`config.mk`:
```
export PLATFORM = sky130hd
export DESIGN_NAME = vec_unit
export DESIGN_NICKNAME = d
export VERILOG_FILES = /design/src/vec_pkg.sv /design/src/vec_issue_if.sv /design/src/vec_unit.sv /design/src/vec_result_collector.sv /design/src/vec_lane.sv /design/src/vec_dispatcher.sv
export SDC_FILE = /design/constraint.sdc
export NUM_CORES = 2
export LEC_CHECK = 0
export ABC_CLOCK_PERIOD_IN_PS = 8780
export BUFFER_PORTS_ARGS = -buffer_cell sky130_fd_sc_hd__buf_4
export CORE_AREA = 2 2 422 424
export DETAILED_ROUTE_END_ITERATION = 8
export DIE_AREA = 0 0 424 426
export PLACE_DENSITY = 0.69
export SETUP_SLACK_MARGIN = 0.5
export SLEW_MARGIN = 30
export SYNTH_ARGS = -nofsm -noshare
export SYNTH_HDL_FRONTEND = slang
export SYNTH_HIERARCHICAL = 1
export SYNTH_SLANG_ARGS = --single-unit
```
`constraint.sdc`:
```
create_clock -name clk_i -period 8.78 [get_ports clk_i]
set_input_delay 1.756 -clock clk_i [delete_from_list [all_inputs] [get_ports clk_i]]
set_output_delay 1.756 -clock clk_i [all_outputs]
set_load 0.05 [all_outputs]
```
`src/vec_pkg.sv`:
```
// Shared sizes, element types and enums for the vector unit; referenced by scoped names

`default_nettype none

package vec_pkg;

  ////////////////////////////////////////////////////////////////////////////
  // Sizes
  ////////////////////////////////////////////////////////////////////////////

  localparam int unsigned ElemWidth = 32;
  localparam int unsigned NrVRegs   = 8;

  // One element in one lane
  typedef logic [ElemWidth-1:0] elem_t;

  // Register index into the per-lane slice
  typedef logic [$clog2(NrVRegs)-1:0] vreg_idx_t;

  ////////////////////////////////////////////////////////////////////////////
  // Encodings
  ////////////////////////////////////////////////////////////////////////////

  typedef enum logic [2:0] {
    VOP_LOAD   = 3'd0,
    VOP_ADD    = 3'd1,
    VOP_SUB    = 3'd2,
    VOP_AND    = 3'd3,
    VOP_XOR    = 3'd4,
    VOP_BCAST  = 3'd5,
    VOP_REDSUM = 3'd6
  } vec_op_e;

  typedef enum logic {
    DISP_IDLE = 1'b0,
    DISP_BUSY = 1'b1
  } disp_state_e;

endpackage : vec_pkg

`default_nettype wire
```
`src/vec_issue_if.sv`:
```
// Issue bus from the dispatcher to all lanes; one instance is shared by every lane

`default_nettype none

interface vec_issue_if #(
  parameter int unsigned NrLanes = 4
);

  // One-cycle issue strobe
  logic                               issue_valid;
  vec_pkg::vec_op_e                   op;
  vec_pkg::vreg_idx_t                 vd;
  vec_pkg::vreg_idx_t                 vs1;
  vec_pkg::vreg_idx_t                 vs2;
  // Whole load vector, lane 0 in the low bits
  vec_pkg::elem_t [NrLanes-1:0]       vec_data;

  modport dispatcher (
    output issue_valid, op, vd, vs1, vs2, vec_data
  );

  modport lane (
    input issue_valid, op, vd, vs1, vs2, vec_data
  );

endinterface : vec_issue_if

`default_nettype wire

```
`src/vec_unit.sv`:
```
// Vector unit top: dispatcher, lane array and result collector behind the core request port

`default_nettype none

module vec_unit #(
  parameter int unsigned NrLanes = 4
) (
  input  wire logic                         clk_i,
  input  wire logic                         rst_n_i,
  // Core request
  input  wire logic                         req_valid_i,
  output      logic                         req_ready_o,
  input  wire vec_pkg::vec_op_e             req_op_i,
  input  wire vec_pkg::vreg_idx_t           req_vd_i,
  input  wire vec_pkg::vreg_idx_t           req_vs1_i,
  input  wire vec_pkg::vreg_idx_t           req_vs2_i,
  input  wire vec_pkg::elem_t               req_scalar_i,
  input  wire vec_pkg::elem_t [NrLanes-1:0] req_vec_i,
  // Core response
  output      logic                         resp_valid_o,
  output      vec_pkg::elem_t               resp_data_o
);

  ////////////////////////////////////////////////////////////////////////////
  // Dispatcher
  ////////////////////////////////////////////////////////////////////////////

  vec_issue_if #(.NrLanes(NrLanes)) i_issue_if ();

  // Broadcast chain, entry k feeds lane k; the last entry runs off the end
  logic           [NrLanes:0] bc_valid;
  vec_pkg::elem_t [NrLanes:0] bc_data;

  vec_dispatcher #(
    .NrLanes(NrLanes)
  ) i_dispatcher (
    .clk_i       (clk_i       ),
    .rst_n_i     (rst_n_i     ),
    .req_valid_i (req_valid_i ),
    .req_ready_o (req_ready_o ),
    .req_op_i    (req_op_i    ),
    .req_vd_i    (req_vd_i    ),
    .req_vs1_i   (req_vs1_i   ),
    .req_vs2_i   (req_vs2_i   ),
    .req_scalar_i(req_scalar_i),
    .req_vec_i   (req_vec_i   ),
    .done_i      (resp_valid_o),
    .issue       (i_issue_if  ),
    .bc_valid_o  (bc_valid[0] ),
    .bc_data_o   (bc_data[0]  )
  );

  ////////////////////////////////////////////////////////////////////////////
  // Lanes
  ////////////////////////////////////////////////////////////////////////////

  logic           [NrLanes-1:0] lane_res_valid;
  vec_pkg::elem_t [NrLanes-1:0] lane_res_data;

  for (genvar lane = 0; lane < NrLanes; lane++) begin : gen_lanes
    vec_lane #(
      .NrLanes(NrLanes),
      .LaneIdx(lane   )
    ) i_lane (
      .clk_i      (clk_i               ),
      .rst_n_i    (rst_n_i             ),
      .issue      (i_issue_if          ),
      .bc_valid_i (bc_valid[lane]      ),
      .bc_data_i  (bc_data[lane]       ),
      .bc_valid_o (bc_valid[lane+1]    ),
      .bc_data_o  (bc_data[lane+1]     ),
      .res_valid_o(lane_res_valid[lane]),
      .res_data_o (lane_res_data[lane] )
    );
  end : gen_lanes

  ////////////////////////////////////////////////////////////////////////////
  // Collector
  ////////////////////////////////////////////////////////////////////////////

  vec_result_collector #(
    .NrLanes(NrLanes)
  ) i_collector (
    .clk_i           (clk_i         ),
    .rst_n_i         (rst_n_i       ),
    .lane_res_valid_i(lane_res_valid),
    .lane_res_data_i (lane_res_data ),
    .resp_valid_o    (resp_valid_o  ),
    .resp_data_o     (resp_data_o   )
  );

endmodule : vec_unit

`default_nettype wire

```
`src/vec_result_collector.sv`:
```
// Result collector: sums the lane results of one instruction and pulses the response

`default_nettype none

module vec_result_collector #(
  parameter int unsigned NrLanes = 4
) (
  input  wire logic                         clk_i,
  input  wire logic                         rst_n_i,
  // Lane result strobes
  input  wire logic [NrLanes-1:0]           lane_res_valid_i,
  input  wire vec_pkg::elem_t [NrLanes-1:0] lane_res_data_i,
  // Response, also the completion to the dispatcher
  output      logic                         resp_valid_o,
  output      vec_pkg::elem_t               resp_data_o
);

  // Lanes already reported for the current instruction
  logic [NrLanes-1:0] seen_q, seen_d;
  vec_pkg::elem_t     sum_q, sum_d;
  logic               complete;

  // Works for simultaneous and staggered strobes alike
  always_comb begin
    sum_d = sum_q;
    for (int i = 0; i < NrLanes; i++) begin
      if (lane_res_valid_i[i]) begin
        sum_d = sum_d + lane_res_data_i[i];
      end
    end
  end

  assign seen_d   = seen_q | lane_res_valid_i;
  assign complete = &seen_d;

  always_ff @(posedge clk_i or negedge rst_n_i) begin
    if (!rst_n_i) begin
      seen_q       <= '0;
      sum_q        <= '0;
      resp_valid_o <= 1'b0;
      resp_data_o  <= '0;
    end else begin
      resp_valid_o <= complete;
      if (complete) begin
        // Emit and start over
        resp_data_o <= sum_d;
        seen_q      <= '0;
        sum_q       <= '0;
      end else begin
        seen_q <= seen_d;
        sum_q  <= sum_d;
      end
    end
  end

  ////////////////////////////////////////////////////////////////////////////
  // Assertions
  ////////////////////////////////////////////////////////////////////////////

  a_no_double_report : assert property (
    @(posedge clk_i) disable iff (!rst_n_i)
    (lane_res_valid_i & seen_q) == '0
  ) else $error("lane reported twice for one instruction");

endmodule : vec_result_collector

`default_nettype wire

```
`src/vec_lane.sv`:
```
// One vector lane: register slice, element ALU, broadcast hop and result strobe

`default_nettype none

module vec_lane #(
  parameter int unsigned NrLanes = 4,
  parameter int unsigned LaneIdx = 0
) (
  input  wire logic           clk_i,
  input  wire logic           rst_n_i,
  // Issue bus
  vec_issue_if.lane           issue,
  // Broadcast chain, one registered hop per lane
  input  wire logic           bc_valid_i,
  input  wire vec_pkg::elem_t bc_data_i,
  output      logic           bc_valid_o,
  output      vec_pkg::elem_t bc_data_o,
  // Result toward the collector
  output      logic           res_valid_o,
  output      vec_pkg::elem_t res_data_o
);

  // Register slice, one element per vector register
  vec_pkg::elem_t [vec_pkg::NrVRegs-1:0] vrf_q;

  vec_pkg::elem_t vs1_elem;
  vec_pkg::elem_t vs2_elem;
  vec_pkg::elem_t alu_res;
  logic           alu_wr;

  assign vs1_elem = vrf_q[issue.vs1];
  assign vs2_elem = vrf_q[issue.vs2];

  ////////////////////////////////////////////////////////////////////////////
  // Element ALU
  ////////////////////////////////////////////////////////////////////////////

  always_comb begin
    alu_res = vs1_elem;
    alu_wr  = 1'b1;
    case (issue.op)
      vec_pkg::VOP_LOAD: alu_res = issue.vec_data[LaneIdx];
      vec_pkg::VOP_ADD:  alu_res = vs1_elem + vs2_elem;
      vec_pkg::VOP_SUB:  alu_res = vs1_elem - vs2_elem;
      vec_pkg::VOP_AND:  alu_res = vs1_elem & vs2_elem;
      vec_pkg::VOP_XOR:  alu_res = vs1_elem ^ vs2_elem;
      // Reduce only reports vs1
      default:           alu_wr  = 1'b0;
    endcase
  end

  ////////////////////////////////////////////////////////////////////////////
  // Register write and result
  ////////////////////////////////////////////////////////////////////////////

  always_ff @(posedge clk_i or negedge rst_n_i) begin
    if (!rst_n_i) begin
      vrf_q       <= '0;
      res_valid_o <= 1'b0;
      res_data_o  <= '0;
    end else begin
      res_valid_o <= issue.issue_valid | bc_valid_i;
      if (bc_valid_i) begin
        vrf_q[issue.vd] <= bc_data_i;
        res_data_o      <= bc_data_i;
      end else if (issue.issue_valid) begin
        if (alu_wr) begin
          vrf_q[issue.vd] <= alu_res;
        end
        res_data_o <= alu_res;
      end
    end
  end

  // Broadcast hop toward the next lane
  always_ff @(posedge clk_i or negedge rst_n_i) begin
    if (!rst_n_i) begin
      bc_valid_o <= 1'b0;
    end else begin
      bc_valid_o <= bc_valid_i;
    end
  end

  always_ff @(posedge clk_i) begin
    if (bc_valid_i) begin
      bc_data_o <= bc_data_i;
    end
  end

  ////////////////////////////////////////////////////////////////////////////
  // Assertions
  ////////////////////////////////////////////////////////////////////////////

  if (LaneIdx >= NrLanes) begin : gen_idx_check
    $error("Lane index out of range");
  end

  // Dispatcher sends an instruction down one path only
  a_issue_xor_bcast : assert property (
    @(posedge clk_i) disable iff (!rst_n_i)
    !(issue.issue_valid && bc_valid_i)
  ) else $error("lane %0d: issue and broadcast together", LaneIdx);

endmodule : vec_lane

`default_nettype wire

```
`src/vec_dispatcher.sv`:
```
// Dispatcher: takes one core request at a time and issues it to the lanes or the broadcast chain

`default_nettype none

module vec_dispatcher #(
  parameter int unsigned NrLanes = 4
) (
  input  wire logic                         clk_i,
  input  wire logic                         rst_n_i,
  // Core request
  input  wire logic                         req_valid_i,
  output      logic                         req_ready_o,
  input  wire vec_pkg::vec_op_e             req_op_i,
  input  wire vec_pkg::vreg_idx_t           req_vd_i,
  input  wire vec_pkg::vreg_idx_t           req_vs1_i,
  input  wire vec_pkg::vreg_idx_t           req_vs2_i,
  input  wire vec_pkg::elem_t               req_scalar_i,
  input  wire vec_pkg::elem_t [NrLanes-1:0] req_vec_i,
  // Completion from the collector
  input  wire logic                         done_i,
  // Issue bus to the lanes
  vec_issue_if.dispatcher                   issue,
  // Head of the broadcast chain
  output      logic                         bc_valid_o,
  output      vec_pkg::elem_t               bc_data_o
);

  vec_pkg::disp_state_e state_q, state_d;
  logic                 accept;
  logic                 is_bcast;

  assign req_ready_o = (state_q == vec_pkg::DISP_IDLE);
  assign accept      = req_valid_i & req_ready_o;
  assign is_bcast    = (req_op_i == vec_pkg::VOP_BCAST);

  ////////////////////////////////////////////////////////////////////////////
  // Control
  ////////////////////////////////////////////////////////////////////////////

  always_comb begin
    state_d = state_q;
    case (state_q)
      vec_pkg::DISP_IDLE: if (accept) state_d = vec_pkg::DISP_BUSY;
      vec_pkg::DISP_BUSY: if (done_i) state_d = vec_pkg::DISP_IDLE;
      default:            state_d = vec_pkg::DISP_IDLE;
    endcase
  end

  always_ff @(posedge clk_i or negedge rst_n_i) begin
    if (!rst_n_i) begin
      state_q           <= vec_pkg::DISP_IDLE;
      issue.issue_valid <= 1'b0;
      bc_valid_o        <= 1'b0;
    end else begin
      state_q <= state_d;
      // Strobes last exactly one cycle after acceptance
      issue.issue_valid <= accept & ~is_bcast;
      bc_valid_o        <= accept & is_bcast;
    end
  end

  ////////////////////////////////////////////////////////////////////////////
  // Instruction payload
  ////////////////////////////////////////////////////////////////////////////

  // Held for the whole instruction, the broadcast hops still need vd
  always_ff @(posedge clk_i) begin
    if (accept) begin
      issue.op       <= req_op_i;
      issue.vd       <= req_vd_i;
      issue.vs1      <= req_vs1_i;
      issue.vs2      <= req_vs2_i;
      issue.vec_data <= req_vec_i;
      bc_data_o      <= req_scalar_i;
    end
  end

  ////////////////////////////////////////////////////////////////////////////
  // Assertions
  ////////////////////////////////////////////////////////////////////////////

  // Collector only completes what was accepted
  a_done_only_busy : assert property (
    @(posedge clk_i) disable iff (!rst_n_i)
    done_i |-> (state_q == vec_pkg::DISP_BUSY)
  ) else $error("done seen while dispatcher idle");

endmodule : vec_dispatcher

`default_nettype wire

```
==> flow_summary.json <==
{
  "status": "complete, no violations",
  "area_growth_pct": 11.2,
  "clk_path_buf_depth": 3,
  "cts_max_level": 4,
  "cp.required_ns": 9.50,
  "routed_wl_um": 331000,
  "start_util_pct": 54.4,
  "max-cap-violations": 0,
  "ir_worst_vdd_v": 0.000317,
  "gr-total-overflow": 0,
  "syn_area_um2": 95500,
  "nets": 9769,
  "post_layout_nonfiller_instances": 11700,
  "ys.warnings.count": 6,
  "critPathLaunch": "gen_lanes[0].i_lane/res_data_o[1]$_DFFE_PN0N_",
  "fin_crit_sh_pct": 91.7,
  "grt_antenna_before_repair": 22,
  "worstReg2RegStart": "gen_lanes[0].i_lane/res_data_o[1]$_DFFE_PN0N_",
  "power_mw": 46.2,
  "dpl.hpwl_um": 234000,
  "finalSetupTns_ns": 0,
  "cts_sinks": 1499,
  "rrSetupSlack_ns": 0.73,
  "maxSlewViolCount": 0,
  "worstPathArrival_ns": 8.76,
  "core_um2": 176000,
  "grt_max_degree": 173,
  "antenna_left": 0,
  "grt_usage_pct": 36.2,
  "cts-root-buf": "clkbuf_16",
  "hold_violations": 0,
  "path_buf_inv": 1,
  "vias_per_cell": 6.76,
  "cts-buffers-inserted": 166,
  "drt_drc_violations_left": 0,
  "cts.clk_slew.worst_paths_ns": 0.06,
  "tightest_slew_ns": 1.07,
  "rr_worst_depth": 36,
  "setup_violations": 0,
  "critPathMaxFanout": 7,
  "std_cell_rows": 154,
  "end_kind": "flop",
  "pin_count": 209,
  "clkLatencyLatePin_ns": 0.84,
  "hold_class": "reg2reg",
  "cts_tree": "done",
  "vias": 79000,
  "max_freq_mhz": 124,
  "syn_nets": 9746,
  "dr.pass1.iters": 6,
  "period_needed_ns": 8.05,
  "worstSetupStartpointType": "flop",
  "crit_slowest_cell": "dfrtp_1",
  "syn_inst": 9174,
  "rsz0062_at_grt": "no",
  "final_layout_size_suffix_gt1_share_pct": 22.0,
  "die_area_um2": 181000,
  "drtIter0Drc": 8932,
  "slowest_delay_ns": 0.43,
  "path_depth": 36,
  "p_leak_nw": 46.1,
  "wl_per_cell_um": 28.3,
  "slew_headroom_pct": 28.9,
  "worstSetupPathType": "reg2reg",
  "critical_path.top_delay_family": "compound AO/OA/AOI/OAI gates",
  "utilization_pct": 60.5,
  "dieWidth_um": 424,
  "grt_pass1_vias": 76900,
  "fp.dieH_um": 426,
  "place_congestion": 0.988,
  "numPortBuffers": 208,
  "dp_cells": 11300,
  "synth.avg_cell_area_um2": 10.4,
  "postCtsHoldBufs": 0,
  "cp-endpoint": "i_collector/sum_q[31]$_DFF_PN0_",
  "cpMostUsedCell": "o21a_1",
  "power.density_nw_per_um2": 435,
  "r2r-end": "i_collector/sum_q[31]$_DFF_PN0_",
  "fin_skew_ns": 0.0574,
  "grt_pass1_wl_um": 493000
}
## through the flow
stage	setup WS [ns]	hold WS, ns	cell area (um^2)
detailed placement	0.103	0.442	99600
CTS	0.505	0.454	106000
finish	0.732	0.456	106000
global route	0.422	0.469	106000
global placement	0.202	0.437	99600
floorplan	0.765	0.417	95500
## repair_timing
| action | CTS | global route |
|---|---|---|
| setup endpoints to repair | 9 | 25 |
| pin swaps | 9 | 44 |
| cloned | 0 | 0 |
| resized for setup | 21 | 88 |
| buffers inserted | 6 | 23 |
| hold endpoints to repair | 0 | 0 |
## layout make-up
cell class,instances,area (um^2)
fillers,14300,69500
clock buffers,224,4620
well taps,2340,2930
multi-input cells,6843,54100
repair buffers,473,3820
flip-flops and latches,1499,38900
clock inverters,82,1100
inverters,214,812
diodes,8,20.0
## cells in the final DEF (no fill, tap or decap), types with 95 or more instances in the layout
cell       count
a31oi_1      145
nor3_1       115
mux2i_1      128
clkbuf_16    170
buf_4        453
edfxtp_1     268
mux4_2       503
inv_1        209
xnor2_1      176
dfrtp_1     1224
xor2_1        95
a21oi_1      609
a21o_1       137
nor2_1       544
ha_1         367
mux2_2       567
o21ai_0     1003
nand2_1     1054
## report_power, final
part | internal [mW] | leakage, nW | switching, mW
sequential | 9.56 | 18.5 | 2.45
clock | 4.22 | 2.75 | 3.09
combinational | 11.3 | 24.9 | 15.6
## routing by layer
metal,track usage [%],part of all wire [%],wire (um)
met5,0,0.038,125
met3,7.04,9.1,30100
met1,47.2,38,127000
met2,55.8,45,149000
met4,22.9,7.3,24300
## state kept, by name, summed over array words and instances (netlist names)
register and cells:
i_dispatcher/bc_data_o 32, i_dispatcher/issue.vs2 3, i_dispatcher/issue.op 3, gen_lanes.i_lane/bc_data_o 96, gen_lanes.i_lane/res_data_o 128, gen_lanes.i_lane/vrf_q 1024
i_dispatcher/issue.vec_data 128, gen_lanes.i_lane/bc_valid_o 3, gen_lanes.i_lane/res_valid_o 4, i_collector/resp_valid_o 1, i_dispatcher/state_q 1, i_dispatcher/issue.vs1 3
i_dispatcher/issue.vd 3, i_collector/seen_q 4, i_collector/resp_data_o 32, i_dispatcher/issue.issue_valid 1, i_collector/sum_q 32, i_dispatcher/bc_valid_o 1
## worst min path at each step
stage	start	end	depth (start not counted)
floorplan	gen_lanes[0].i_lane/bc_data_o[29]$_DFFE_PP_	gen_lanes[1].i_lane/bc_data_o[29]$_DFFE_PP_	0
detailed placement	gen_lanes[0].i_lane/bc_data_o[24]$_DFFE_PP_	gen_lanes[1].i_lane/bc_data_o[24]$_DFFE_PP_	0
global placement	gen_lanes[0].i_lane/bc_data_o[27]$_DFFE_PP_	gen_lanes[1].i_lane/bc_data_o[27]$_DFFE_PP_	0
global route	gen_lanes[0].i_lane/bc_data_o[25]$_DFFE_PP_	gen_lanes[1].i_lane/bc_data_o[25]$_DFFE_PP_	0
finish	gen_lanes[0].i_lane/bc_data_o[24]$_DFFE_PP_	gen_lanes[1].i_lane/bc_data_o[24]$_DFFE_PP_	0
CTS	gen_lanes[0].i_lane/bc_data_o[29]$_DFFE_PP_	gen_lanes[1].i_lane/bc_data_o[29]$_DFFE_PP_	0
Note: power is estimated with default switching activity, not from simulation.
